--- src/common/core_config.svh ---
`ifndef CORE_CONFIG_SVH
`define CORE_CONFIG_SVH

// data and address width.
`define CORE_XLEN 32

// first fetch address.
`define CORE_RESET_PC 32'h0000_0000

`endif

--- src/common/core_pkg.sv ---
`include "core_config.svh"

package core_pkg;

    typedef enum logic [5:0] {
        op_special = 6'h00,
        op_beq     = 6'h04,
        op_addiu   = 6'h09,
        op_lw      = 6'h23,
        op_sw      = 6'h2b
    } opcode_t;

    typedef enum logic [5:0] {
        fn_addu = 6'h21,
        fn_subu = 6'h23,
        fn_and  = 6'h24,
        fn_or   = 6'h25,
        fn_slt  = 6'h2a
    } funct_t;

    typedef enum logic [2:0] {
        alu_add,
        alu_sub,
        alu_and,
        alu_or,
        alu_slt
    } alu_op_t;

    typedef enum logic [1:0] {
        fwd_reg,
        fwd_mem,
        fwd_wb
    } fwd_sel_t;

    typedef enum logic {
        ms_idle,
        ms_done
    } mem_state_t;

    typedef struct packed {
        alu_op_t alu_op;
        logic    use_imm;
        logic    reg_write;
        logic    mem_read;
        logic    mem_write;
        logic    branch;
    } ctrl_t;

    typedef struct packed {
        logic                  valid;
        logic [31:0]           instr;
        logic [`CORE_XLEN-1:0] pc;
    } if_id_t;

    typedef struct packed {
        logic                  valid;
        ctrl_t                 ctrl;
        logic [4:0]            rs;
        logic [4:0]            rt;
        logic [4:0]            rd;
        logic [`CORE_XLEN-1:0] op_a;
        logic [`CORE_XLEN-1:0] op_b;
        logic [`CORE_XLEN-1:0] imm;
        logic [`CORE_XLEN-1:0] pc;
    } id_ex_t;

    typedef struct packed {
        logic                  valid;
        ctrl_t                 ctrl;
        logic [4:0]            rd;
        logic [`CORE_XLEN-1:0] result;
        logic [`CORE_XLEN-1:0] store_data;
    } ex_mem_t;

    typedef struct packed {
        logic                  valid;
        logic                  reg_write;
        logic [4:0]            rd;
        logic [`CORE_XLEN-1:0] result;
    } mem_wb_t;

endpackage

--- src/common/wb_if.sv ---
`include "core_config.svh"

interface wb_if;

    logic                  cyc;
    logic                  stb;
    logic                  we;
    logic [`CORE_XLEN-1:0] adr;
    logic [`CORE_XLEN-1:0] dat_w;
    logic [`CORE_XLEN-1:0] dat_r;
    logic                  ack;

    modport master (
        output cyc, stb, we, adr, dat_w,
        input  dat_r, ack
    );

    modport slave (
        input  cyc, stb, we, adr, dat_w,
        output dat_r, ack
    );

endinterface

--- src/pipeline/hazard_unit.sv ---
module hazard_unit (
    input  core_pkg::if_id_t   if_id,
    input  core_pkg::id_ex_t   id_ex,
    input  core_pkg::ex_mem_t  ex_mem,
    input  core_pkg::mem_wb_t  mem_wb,
    input  logic               branch_taken,
    input  logic               busy,
    output core_pkg::fwd_sel_t fwd_a,
    output core_pkg::fwd_sel_t fwd_b,
    output logic               stall_front,
    output logic               flush,
    output logic               freeze
);

    import core_pkg::*;

    logic load_use;

    // the memory stage holds the newer producer, so it wins.
    function automatic fwd_sel_t pick(input logic [4:0] src);
        if (src == 5'd0)
            return fwd_reg;
        else if (ex_mem.valid && ex_mem.ctrl.reg_write && (ex_mem.rd == src))
            return fwd_mem;
        else if (mem_wb.valid && mem_wb.reg_write && (mem_wb.rd == src))
            return fwd_wb;
        else
            return fwd_reg;
    endfunction

    assign fwd_a = pick(id_ex.rs);
    assign fwd_b = pick(id_ex.rt);

    assign load_use = id_ex.valid && id_ex.ctrl.mem_read && if_id.valid &&
                      (id_ex.rd != 5'd0) &&
                      ((id_ex.rd == if_id.instr[25:21]) || (id_ex.rd == if_id.instr[20:16]));

    assign freeze      = busy;
    assign flush       = branch_taken && !busy;
    assign stall_front = load_use && !busy && !branch_taken;

endmodule

--- src/pipeline/stage_decode.sv ---
`include "core_config.svh"

module stage_decode (
    input  logic               clk,
    input  logic               reset,
    input  core_pkg::if_id_t   if_id,
    input  core_pkg::mem_wb_t  mem_wb,
    input  logic               stall_front,
    input  logic               freeze,
    input  logic               flush,
    output core_pkg::id_ex_t   id_ex
);

    import core_pkg::*;

    logic [`CORE_XLEN-1:0] regs [32];
    logic [4:0]            rs;
    logic [4:0]            rt;
    logic [4:0]            dest;
    logic [`CORE_XLEN-1:0] imm;
    ctrl_t                 ctrl;
    logic                  known;
    logic                  wb_write;

    assign rs       = if_id.instr[25:21];
    assign rt       = if_id.instr[20:16];
    assign imm      = {{(`CORE_XLEN-16){if_id.instr[15]}}, if_id.instr[15:0]};
    assign wb_write = mem_wb.valid && mem_wb.reg_write && (mem_wb.rd != 5'd0);

    // write-through so a retiring result is seen by the same-cycle read.
    function automatic logic [`CORE_XLEN-1:0] read_reg(input logic [4:0] idx);
        if (idx == 5'd0)
            return '0;
        else if (wb_write && (mem_wb.rd == idx))
            return mem_wb.result;
        else
            return regs[idx];
    endfunction

    always_comb begin
        ctrl  = '0;
        known = 1'b1;
        dest  = 5'd0;
        case (if_id.instr[31:26])
            op_special: begin
                ctrl.reg_write = 1'b1;
                dest           = if_id.instr[15:11];
                case (if_id.instr[5:0])
                    fn_addu: ctrl.alu_op = alu_add;
                    fn_subu: ctrl.alu_op = alu_sub;
                    fn_and:  ctrl.alu_op = alu_and;
                    fn_or:   ctrl.alu_op = alu_or;
                    fn_slt:  ctrl.alu_op = alu_slt;
                    default: known       = 1'b0;
                endcase
            end
            op_addiu: begin
                ctrl.use_imm   = 1'b1;
                ctrl.reg_write = 1'b1;
                dest           = rt;
            end
            op_lw: begin
                ctrl.use_imm   = 1'b1;
                ctrl.reg_write = 1'b1;
                ctrl.mem_read  = 1'b1;
                dest           = rt;
            end
            op_sw: begin
                ctrl.use_imm   = 1'b1;
                ctrl.mem_write = 1'b1;
            end
            op_beq: begin
                ctrl.alu_op = alu_sub;
                ctrl.branch = 1'b1;
            end
            default: known = 1'b0;   // treated as a no-op.
        endcase
    end

    always_ff @(posedge clk) begin
        if (wb_write)
            regs[mem_wb.rd] <= mem_wb.result;
    end

    always_ff @(posedge clk) begin
        if (reset) begin
            id_ex.valid <= 1'b0;
        end else if (!freeze) begin
            if (flush || stall_front) begin
                id_ex.valid <= 1'b0;   // bubble into execute.
            end else begin
                id_ex.valid <= if_id.valid && known;
                id_ex.ctrl  <= ctrl;
                id_ex.rs    <= rs;
                id_ex.rt    <= rt;
                id_ex.rd    <= dest;
                id_ex.op_a  <= read_reg(rs);
                id_ex.op_b  <= read_reg(rt);
                id_ex.imm   <= imm;
                id_ex.pc    <= if_id.pc;
            end
        end
    end

endmodule

--- src/pipeline/stage_execute.sv ---
`include "core_config.svh"

module stage_execute (
    input  logic                  clk,
    input  logic                  reset,
    input  core_pkg::id_ex_t      id_ex,
    input  core_pkg::fwd_sel_t    fwd_a,
    input  core_pkg::fwd_sel_t    fwd_b,
    input  logic [`CORE_XLEN-1:0] ex_mem_fwd,
    input  logic [`CORE_XLEN-1:0] wb_fwd,
    input  logic                  freeze,
    output core_pkg::ex_mem_t     ex_mem,
    output logic                  branch_taken,
    output logic [`CORE_XLEN-1:0] branch_target
);

    import core_pkg::*;

    logic [`CORE_XLEN-1:0] src_a;
    logic [`CORE_XLEN-1:0] src_b;
    logic [`CORE_XLEN-1:0] alu_b;
    logic [`CORE_XLEN-1:0] result;

    function automatic logic [`CORE_XLEN-1:0] operand(input fwd_sel_t sel,
                                                      input logic [`CORE_XLEN-1:0] reg_val);
        case (sel)
            fwd_mem: return ex_mem_fwd;
            fwd_wb:  return wb_fwd;
            default: return reg_val;
        endcase
    endfunction

    assign src_a = operand(fwd_a, id_ex.op_a);
    assign src_b = operand(fwd_b, id_ex.op_b);
    assign alu_b = id_ex.ctrl.use_imm ? id_ex.imm : src_b;

    always_comb begin
        case (id_ex.ctrl.alu_op)
            alu_sub: result = src_a - alu_b;
            alu_and: result = src_a & alu_b;
            alu_or:  result = src_a | alu_b;
            alu_slt: result = {{(`CORE_XLEN-1){1'b0}}, $signed(src_a) < $signed(alu_b)};
            default: result = src_a + alu_b;
        endcase
    end

    assign branch_taken  = id_ex.valid && id_ex.ctrl.branch && (src_a == src_b);
    assign branch_target = id_ex.pc + `CORE_XLEN'd4 + {id_ex.imm[`CORE_XLEN-3:0], 2'b00};

    always_ff @(posedge clk) begin
        if (reset) begin
            ex_mem.valid <= 1'b0;
        end else if (!freeze) begin
            ex_mem.valid      <= id_ex.valid;
            ex_mem.ctrl       <= id_ex.ctrl;
            ex_mem.rd         <= id_ex.rd;
            ex_mem.result     <= result;
            ex_mem.store_data <= src_b;   // rt value after forwarding.
        end
    end

endmodule

--- src/pipeline/stage_fetch.sv ---
`include "core_config.svh"

module stage_fetch (
    input  logic                  clk,
    input  logic                  reset,
    input  logic                  stall_front,
    input  logic                  freeze,
    input  logic                  flush,
    input  logic                  branch_taken,
    input  logic [`CORE_XLEN-1:0] branch_target,
    output logic [`CORE_XLEN-1:0] iaddr,
    input  logic [31:0]           idata,
    output core_pkg::if_id_t      if_id
);

    logic [`CORE_XLEN-1:0] pc;

    assign iaddr = pc;

    always_ff @(posedge clk) begin
        if (reset) begin
            pc          <= `CORE_RESET_PC;
            if_id.valid <= 1'b0;
        end else if (!freeze) begin
            if (branch_taken)
                pc <= branch_target;   // redirect from execute.
            else if (!stall_front)
                pc <= pc + `CORE_XLEN'd4;

            if (flush) begin
                if_id.valid <= 1'b0;   // younger fetch is squashed.
            end else if (!stall_front) begin
                if_id.valid <= 1'b1;
                if_id.instr <= idata;
                if_id.pc    <= pc;
            end
        end
    end

endmodule

--- src/pipeline/stage_memory.sv ---
`include "core_config.svh"

module stage_memory (
    input  logic              clk,
    input  logic              reset,
    input  core_pkg::ex_mem_t ex_mem,
    wb_if.master              bus,
    output logic              busy,
    output core_pkg::mem_wb_t mem_wb
);

    import core_pkg::*;

    mem_state_t            state;
    logic [`CORE_XLEN-1:0] load_data;
    logic                  is_mem;

    assign is_mem = ex_mem.valid && (ex_mem.ctrl.mem_read || ex_mem.ctrl.mem_write);

    // request stays up until ack, then one idle cycle.
    assign bus.cyc   = is_mem && (state == ms_idle);
    assign bus.stb   = bus.cyc;
    assign bus.we    = bus.cyc && ex_mem.ctrl.mem_write;
    assign bus.adr   = ex_mem.result;
    assign bus.dat_w = ex_mem.store_data;
    assign busy      = is_mem && (state != ms_done);

    always_ff @(posedge clk) begin
        if (reset)
            state <= ms_idle;
        else if (state == ms_done)
            state <= ms_idle;
        else if (bus.cyc && bus.ack)
            state <= ms_done;
    end

    always_ff @(posedge clk) begin
        if (bus.cyc && bus.ack)
            load_data <= bus.dat_r;   // captured at ack.
    end

    always_ff @(posedge clk) begin
        if (reset) begin
            mem_wb.valid <= 1'b0;
        end else if (!busy) begin
            mem_wb.valid     <= ex_mem.valid;
            mem_wb.reg_write <= ex_mem.ctrl.reg_write;
            mem_wb.rd        <= ex_mem.rd;
            mem_wb.result    <= ex_mem.ctrl.mem_read ? load_data : ex_mem.result;
        end
    end

endmodule

--- src/verilog/core.sv ---
`include "core_config.svh"

module core (
    input  logic                  clk,
    input  logic                  reset,
    output logic [`CORE_XLEN-1:0] iaddr,
    input  logic [31:0]           idata,
    output logic                  wb_cyc,
    output logic                  wb_stb,
    output logic                  wb_we,
    output logic [`CORE_XLEN-1:0] wb_adr,
    output logic [`CORE_XLEN-1:0] wb_dat_w,
    input  logic [`CORE_XLEN-1:0] wb_dat_r,
    input  logic                  wb_ack
);

    import core_pkg::*;

    if_id_t                if_id;
    id_ex_t                id_ex;
    ex_mem_t               ex_mem;
    mem_wb_t               mem_wb;
    fwd_sel_t              fwd_a;
    fwd_sel_t              fwd_b;
    logic                  stall_front;
    logic                  flush;
    logic                  freeze;
    logic                  busy;
    logic                  branch_taken;
    logic [`CORE_XLEN-1:0] branch_target;

    wb_if data_bus ();

    assign wb_cyc         = data_bus.cyc;
    assign wb_stb         = data_bus.stb;
    assign wb_we          = data_bus.we;
    assign wb_adr         = data_bus.adr;
    assign wb_dat_w       = data_bus.dat_w;
    assign data_bus.dat_r = wb_dat_r;
    assign data_bus.ack   = wb_ack;

    stage_fetch unit_fetch (
        .clk(clk), .reset(reset),
        .stall_front(stall_front), .freeze(freeze), .flush(flush),
        .branch_taken(branch_taken), .branch_target(branch_target),
        .iaddr(iaddr), .idata(idata), .if_id(if_id)
    );

    // write-back is the register file port inside decode.
    stage_decode unit_decode (
        .clk(clk), .reset(reset),
        .if_id(if_id), .mem_wb(mem_wb),
        .stall_front(stall_front), .freeze(freeze), .flush(flush),
        .id_ex(id_ex)
    );

    stage_execute unit_execute (
        .clk(clk), .reset(reset),
        .id_ex(id_ex), .fwd_a(fwd_a), .fwd_b(fwd_b),
        .ex_mem_fwd(ex_mem.result), .wb_fwd(mem_wb.result),
        .freeze(freeze), .ex_mem(ex_mem),
        .branch_taken(branch_taken), .branch_target(branch_target)
    );

    stage_memory unit_memory (
        .clk(clk), .reset(reset),
        .ex_mem(ex_mem), .bus(data_bus.master),
        .busy(busy), .mem_wb(mem_wb)
    );

    hazard_unit unit_hazard (
        .if_id(if_id), .id_ex(id_ex), .ex_mem(ex_mem), .mem_wb(mem_wb),
        .branch_taken(branch_taken), .busy(busy),
        .fwd_a(fwd_a), .fwd_b(fwd_b),
        .stall_front(stall_front), .flush(flush), .freeze(freeze)
    );

endmodule
--- config.mk ---
export PLATFORM = sky130hd
export DESIGN_NAME = core
export DESIGN_NICKNAME = d
export VERILOG_FILES = /design/src/common/core_pkg.sv /design/src/common/wb_if.sv /design/src/pipeline/hazard_unit.sv /design/src/pipeline/stage_decode.sv /design/src/pipeline/stage_execute.sv /design/src/pipeline/stage_fetch.sv /design/src/pipeline/stage_memory.sv /design/src/verilog/core.sv
export VERILOG_INCLUDE_DIRS = /design/src /design/src/common
export SDC_FILE = /design/constraint.sdc
export NUM_CORES = 2
export LEC_CHECK = 0
export ABC_AREA = 0
export BUFFER_PORTS_ARGS = -buffer_cell sky130_fd_sc_hd__buf_2
export CORE_UTILIZATION = 55
export CTS_BUF_LIST = sky130_fd_sc_hd__clkbuf_4 sky130_fd_sc_hd__clkbuf_8
export DETAILED_ROUTE_END_ITERATION = 8
export PLACE_DENSITY = 0.77
export SLEW_MARGIN = 20
export SYNTH_ARGS = -nofsm -noshare
export SYNTH_HDL_FRONTEND = slang
export SYNTH_SLANG_ARGS = --single-unit
export TNS_END_PERCENT = 50
--- constraint.sdc ---
create_clock -name clk -period 41.7 [get_ports clk]
set_input_delay 2.085 -clock clk [delete_from_list [all_inputs] [get_ports clk]]
set_output_delay 2.085 -clock clk [all_outputs]
set_load 0.1 [all_outputs]
Yosys cells after proc, flatten, opt, wreduce, memory -nomap -nowiden
Memory sizes are Yosys's and may differ from the RTL's. A register that Yosys moved wholly into a read port is not among the register bits.
Index checks and enable logic that the tools add are counted.
{"block": "word_totals", "input_bits": 67, "word_cells": 143, "memories": 1, "ramBits": 1024, "output_inout_bits": 99, "regBits": 314}
{"block": "classes", "n_mux": 29, "n_reduce_logical": 44, "order_cmp": 1, "bitwise": 8, "eq_ne": 26, "addsub": 5}
{"memory": "unit_decode.regs", "depth": 32, "word_bits": 32, "rd": 2, "rd_clocked_by_memory_dff": 2, "write_ports": 1, "line_no": "stage_decode.sv:16", "text": "logic [`CORE_XLEN-1:0] regs [32];"}
{"operator": "32-bit 2-to-1 mux", "count": 4}
{"operator": "32-bit one-hot mux with 2 select lines", "count": 2}
{"operator": "32-bit one-hot mux with 4 select lines", "count": 1}
{"operator": "65-bit 2-to-1 mux", "count": 1}
{"operator": "32-bit by 3-bit adder with 32-bit output, second input constant", "count": 2}
{"operator": "32-bit adder", "count": 2}
{"operator": "6-bit equality test, second input constant", "count": 7}
{"operator": "32-bit bitwise AND", "count": 1}
{"operator": "32-bit equality test", "count": 1}
{"operator": "32-bit less-than comparator", "count": 1}
{"operator": "32-bit OR", "count": 1}
{"operator": "32-bit subtractor", "count": 1}
{"operator": "5-bit equality test", "count": 6}
{"operator": "1-bit logical AND", "count": 21}
{"operator": "5-bit zero test", "count": 4}
{"operator": "2-bit 2-to-1 mux", "count": 6}
{"operator": "3-bit one-hot mux with 4 select lines", "count": 1}
{"operator": "1-bit 2-to-1 mux", "count": 11}
{"operator": "5-bit one-hot mux with 2 select lines", "count": 1}
{"operator": "5-bit nonzero test", "count": 2}
{"operator": "3-bit by 2-bit equality test with 1-bit output, second input constant", "count": 2}
{"operator": "6-bit by 3-bit equality test with 1-bit output, second input constant", "count": 1}
{"operator": "6-bit by 4-bit equality test with 1-bit output, second input constant", "count": 1}
{"operator": "6-bit zero test", "count": 1}
{"operator": "other kinds (18)", "count": 32}

Logic depth before layout (Yosys ltp)
{"block": "depth", "depth_word": 14, "depth_mapped": 25, "ltp_nobuf": 22}

Cells and area by module
From an unflattened synthesis, not the netlist that was laid out.
{"block": "unflattened", "hier_cells": 4561, "area_unflattened_um2": 70837.9}
{"module": "stage_decode", "area_each_um2": 51877.3, "seq_area_each_um2": 34823.4, "cells_each": 2552, "n_inst": 1}
{"module": "stage_execute", "area_each_um2": 11165.7, "seq_area_each_um2": 2332.2, "cells_each": 1421, "n_inst": 1}
{"module": "stage_fetch", "area_each_um2": 4115.2, "seq_area_each_um2": 2582.5, "cells_each": 344, "n_inst": 1}
{"module": "stage_memory", "area_each_um2": 3249.4, "seq_area_each_um2": 2142.1, "cells_each": 184, "n_inst": 1}
{"module": "hazard_unit", "area_each_um2": 430.4, "seq_area_each_um2": 0.0, "cells_each": 60, "n_inst": 1}

Worst setup path after synthesis
OpenSTA, ideal clock, no wires.
{"block": "synth_path", "kind": "reg2reg", "from": "reg, netlist name unit_memory.mem_wb[34]", "to": "reg, netlist name unit_decode.id_ex[0]", "required_ns": 40.905, "setup_slack_ns": 28.396, "setup_time_ns": 0.795, "path_buffers": 2, "arrival_time_ns": 12.508, "synth_period_minus_slack_ns": 13.304, "stages_incl_launch_ff": 17, "path_cell_list": "edfxtp_1 -> buf_1 -> xor2_1 -> nor2_1 -> nand4_1 -> or3_1 -> ha_1 -> buf_2 -> nor2b_1 -> or4_1 -> a22oi_1 -> nand4_1 -> nor4_2 -> nand2_1 -> nor2_4 -> nor2_1 -> nor3_1"}
{"block": "synth_via", "elab_chain_len": 14, "elab_cells_between_ends": 24, "cone_classes": "eq/ne (7); mux (8); bitwise (1); reduce/logical (8)"}
{"element": "5-bit equality test", "line_no": "hazard_unit.sv:25", "text": "else if (mem_wb.valid && mem_wb.reg_write && (mem_wb.rd == src))"}
{"element": "1-bit logical AND", "line_no": "hazard_unit.sv:25"}
{"element": "2-bit 2-to-1 mux", "line_no": "hazard_unit.sv:25"}
{"element": "2-bit 2-to-1 mux", "line_no": "hazard_unit.sv:23", "text": "else if (ex_mem.valid && ex_mem.ctrl.reg_write && (ex_mem.rd == src))"}
{"element": "2-bit 2-to-1 mux", "line_no": "hazard_unit.sv:21", "text": "if (src == 5'd0)"}
{"element": "2-bit equality test / 2-bit by 1-bit equality test with 1-bit output (equally long branches)", "line_no": "stage_execute.sv:26", "text": "case (sel)"}
{"element": "32-bit one-hot mux with 2 select lines", "line_no": "stage_execute.sv:26"}
{"element": "32-bit equality test *", "line_no": "stage_execute.sv:47", "text": "assign branch_taken = id_ex.valid && id_ex.ctrl.branch && (src_a == src_b);"}
{"element": "1-bit logical AND *", "line_no": "stage_execute.sv:47"}
{"element": "1-bit zero test", "line_no": "hazard_unit.sv:40", "text": "assign stall_front = load_use && !busy && !branch_taken;"}
{"element": "1-bit logical AND", "line_no": "hazard_unit.sv:40"}
{"element": "1-bit logical OR *", "line_no": "stage_decode.sv:89", "text": "if (flush || stall_front) begin"}
{"element": "1-bit NOT (no source line) *"}
{"element": "3-bit AND reduction (no source line) *"}
Mark *: on every way between the ends. The rest lies on a longest branch, timed or not.
A chain may end at the register's enable or synchronous reset.

Worst setup path in the final report
{"block": "layout_path", "from": "reg, netlist name unit_memory.mem_wb[34]", "to": "reg, netlist name unit_decode.id_ex[79]"}
{"block": "layout_via", "elab_chain_len": 14, "elab_cells_between_ends": 24, "cone_classes": "eq/ne (7); mux (8); bitwise (1); reduce/logical (8)"}
{"element": "5-bit equality test", "line_no": "hazard_unit.sv:25"}
{"element": "1-bit logical AND", "line_no": "hazard_unit.sv:25"}
{"element": "2-bit 2-to-1 mux", "line_no": "hazard_unit.sv:25"}
{"element": "2-bit 2-to-1 mux", "line_no": "hazard_unit.sv:23"}
{"element": "2-bit 2-to-1 mux", "line_no": "hazard_unit.sv:21"}
{"element": "2-bit equality test / 2-bit by 1-bit equality test with 1-bit output (equally long branches)", "line_no": "stage_execute.sv:26"}
{"element": "32-bit one-hot mux with 2 select lines", "line_no": "stage_execute.sv:26"}
{"element": "32-bit equality test *", "line_no": "stage_execute.sv:47"}
{"element": "1-bit logical AND *", "line_no": "stage_execute.sv:47"}
{"element": "1-bit zero test", "line_no": "hazard_unit.sv:40"}
{"element": "1-bit logical AND", "line_no": "hazard_unit.sv:40"}
{"element": "1-bit logical OR *", "line_no": "stage_decode.sv:89"}
{"element": "1-bit NOT (no source line) *"}
{"element": "3-bit AND reduction (no source line) *"}
Marked as above.

==> impl_metrics.json <==
{
  "status": "finished clean",
  "cts.repair.resized": 0,
  "ys_seq_elements": 1402,
  "synth_warnings": 0,
  "synth_top_family_by_area": "multiplexers",
  "drive_gt1_share_pct": 27.2,
  "area_growth_pct": 10.2,
  "path_cells": "xor2_1 -> nor2_1 -> nand4_1 -> or3_1 -> ha_2 -> buf_4 -> a221oi_1 -> or4_1 -> a22oi_1 -> nand4_1 -> nor4_2 -> nand2_1 -> buf_4 -> nor2_4 -> nor2_1 -> nor3_2 -> buf_4 -> buf_4",
  "drt_iter0_markers": 6234,
  "min_period_ns": 7.56,
  "cts_tree": "built",
  "worst_slew_pin_slew_ns": 1.12,
  "ys_seq_area_share_pct": 59.3,
  "clk_pin_slew_ns": 0.06,
  "powerDensity_mw_per_mm2": 42.3,
  "ir_worst_vdd_uv": 29.4,
  "cp.required_ns": 42.27,
  "grt-busiest-layer": "met2",
  "critPathTopFamily": "simple AND/OR/NAND/NOR gates",
  "slowest_delay_ns": 0.85,
  "num_vias": 45000,
  "power_frac_comb_pct": 14.5,
  "fillers": 8948,
  "synth_xor_area_share_pct": 1.02,
  "p_int_mw": 2.38,
  "synthAdderAreaFrac_pct": 2.90,
  "cts-hold-fix-buffers": 0,
  "hp-class": "flip-flop to flip-flop",
  "muxShareOfSynthArea_pct": 20.3,
  "multi_input_area_mm2": 0.0268,
  "nets": 4881,
  "rows": 130,
  "synth_top_area_cell": "edfxtp_1",
  "swShare_pct": 27.5,
  "die_h_um": 360,
  "async_flop_share_pct": 0,
  "clockRootBuffer": "clkbuf_8",
  "crit_path_max_fanout": 74,
  "core_mm2": 0.126,
  "routed_wl_um": 202000,
  "antenna_found_initial": 4,
  "rrSetupSlack_ns": 34.15,
  "first_global_vias": 44500,
  "slowest_stage": "nor3_2",
  "post_cts_buffers": 0,
  "hpwlAfterDp_um": 121000,
  "initial_core_util_pct": 55.7,
  "synth_area_mm2": 0.0704,
  "synth_top_area_share_pct": 58.3,
  "drv_slew": 0,
  "overflow": 0,
  "synth-simple-area-share_pct": 4.83,
  "total_power_mw": 3.28,
  "drc": 0,
  "viasPerCell": 6.95,
  "critical_path.most_common_cell": "buf_4",
  "cts.htree.levels": 4,
  "clk_latency_ns": 0.96,
  "path_buf_inv": 4,
  "arrival_ns": 8.13,
  "synth_area_per_cell_um2": 15.7,
  "endpoint_kind": "flip-flop",
  "postPlaceCellArea_mm2": 0.0729,
  "die_area_mm2": 0.129,
  "maxCapViolCount": 0,
  "wl_per_cell_um": 31.1,
  "fin_skew_ns": 0.0569,
  "worst_setup_path_start_kind": "flip-flop",
  "dr.pass1.iters": 8,
  "fmax_mhz": 132,
  "path_class": "flip-flop to flip-flop",
  "port_buffers": 165,
  "synth-edff-count": 1365,
  "rsz0062_at_grt": "no",
  "synth_area_leaders": "edfxtp_1 58%, mux4_2 17%, ha_1 2.8%, mux2i_1 2.1%, nor2_1 1.4%",
  "regArea_mm2": 0.0417,
  "setup_viol": 0,
  "cts_buffers": 218,
  "clockBufferDepth": 3,
  "hold_violations": 0,
  "power.leakage_nw": 26.6,
  "switchingPower_mw": 0.901,
  "relSlewSlack_pct": 25.6,
  "use_met1_pct": 39.8,
  "grt_pass1_wl_um": 293000,
  "grtUsageTotal_pct": 30.9,
  "pwr-share-clk_pct": 35.7,
  "finalCritPeriodShare_pct": 18.1,
  "die_w_um": 360,
  "p_seq_share_pct": 49.8,
  "syn_inst": 4477,
  "use_met2_pct": 48.8,
  "clock-sinks": 1402,
  "grt_util_met3_pct": 9.06,
  "grt_max_degree": 92,
  "gp_congestion": 0.960,
  "ys_types": 82,
  "antenna_left": 0,
  "final_area_mm2": 0.0775,
  "finalSetupTns_ns": 0,
  "synth-compound-area-share_pct": 8.42,
  "num_io_pins": 166,
  "synth_ff_type": "edfxtp_1"
}
==> power by group through the flow <==
stage                     clock network (mW)  logic (mW)  registers (mW)
after floorplan                            0       0.336            1.66
after global placement                     0       0.448            1.67
after detailed placement                   0       0.453            1.67
after CTS                               1.18       0.455            1.64
after global routing                    1.24       0.502            1.63
final                                   1.17       0.475            1.63
==> Yosys cell counts, types with 6 or more instances <==
library cell	number
buf_1	61
mux2_2	65
a221oi_1	67
and3_1	18
and2_1	9
clkbuf_1	192
inv_1	146
buf_4	66
nand3_1	35
a21oi_1	194
a22o_1	6
or2_2	21
nor2_1	270
o21bai_1	21
xor2_1	30
o21a_1	15
dfxtp_1	37
a21o_1	31
o21ai_0	137
nand2b_1	43
edfxtp_1	1365
mux2i_1	147
xnor2_1	52
buf_2	47
o221ai_1	36
o211a_1	6
a31oi_1	29
mux4_2	536
o31ai_1	11
nand4_1	26
a211oi_1	98
nor2b_1	45
ha_1	158
a221o_1	50
nor3_1	37
a22oi_1	17
o211ai_1	37
nor4_1	9
o22ai_1	56
or4_1	16
nand2_1	126
or3_1	12
==> kinds of logic after synthesis <==
kind of cell	Yosys count
flops	1402
compound gates	866
mux	748
simple gates	699
buf+inv	518
fa+ha+maj	161
xor+xnor	82
other cells	1
==> worst register-to-register path: cells and delay by family, from the launching register on <==
kind	cells	cell delay, ns
XOR/XNOR	1	0.22
buffers and inverters	4	2.10
AND/OR/NAND/NOR	10	3.38
AO/OA/AOI/OAI	2	0.51
adder cells (fa/ha/maj)	1	0.33
flip-flops	1	0.58
==> worst paths after layout <==
| kind | start | end | cells past startpoint |
|---|---|---|---|
| worst max-delay path | unit_memory.mem_wb[34] | unit_decode.id_ex[79] | 18 |
| worst max register to register | unit_memory.mem_wb[34] | unit_decode.id_ex[79] | 18 |
| worst min-delay path | unit_fetch.if_id[3] | unit_decode.id_ex[3] | 0 |
| worst min register to register | unit_fetch.if_id[3] | unit_decode.id_ex[3] | 0 |
==> final cells by class <==
type,instances,share of cell area [%]
Clock inverter,104,0.972
Timing Repair Buffer,293,2.56
Antenna cell,2,0.00646
Clock buffer,294,4.68
Inverter,150,0.726
Tap cell,1650,2.66
Sequential cell,1402,53.8
Multi-Input combinational cell,2588,34.6
==> layer usage <==
layer	routed length [um]	part of all wire, %
met2	95400	47
met4	9450	4.7
met1	71000	35
met3	25900	13
met5	26	0.013
==> cell usage in the layout (no fill, tap or decap), types with 37 or more instances in the layout <==
master,Yosys,layout
o21ai_0,137,137
mux2i_1,147,147
dfxtp_1,37,37
mux2_2,65,65
a221oi_1,67,67
xnor2_1,52,50
nor2_1,270,237
nor2b_1,45,44
clkbuf_4,0,67
buf_2,47,165
clkbuf_8,0,227
o211ai_1,37,37
inv_1,146,146
buf_4,66,107
nand2b_1,43,43
a21oi_1,194,193
edfxtp_1,1365,1365
a221o_1,50,50
ha_1,158,157
clkinv_1,3,63
mux4_2,536,536
a211oi_1,98,98
o22ai_1,56,56
nand2_1,126,125
==> sequential cells by signal (all words and copies together) (netlist names) <==
signal	flops
unit_execute.ex_mem	73
unit_fetch.iaddr	32
unit_fetch.if_id	65
unit_memory.load_data	32
unit_decode.regs	1024
unit_memory.mem_wb	39
unit_decode.id_ex	136
unit_memory.state	1
==> stage by stage <==
stage	setup slack [ns]	std cells	hold WS (ns)	util (%)
after floorplan	28.40	4508	0.400	-
after global placement	34.45	6068	0.401	57.7
after detailed placement	34.25	6070	0.405	57.8
after CTS	34.25	6468	0.401	61.2
after global routing	33.77	6483	0.413	61.4
final	34.15	6483	0.393	61.4
Power figures use the tool's default switching activity.
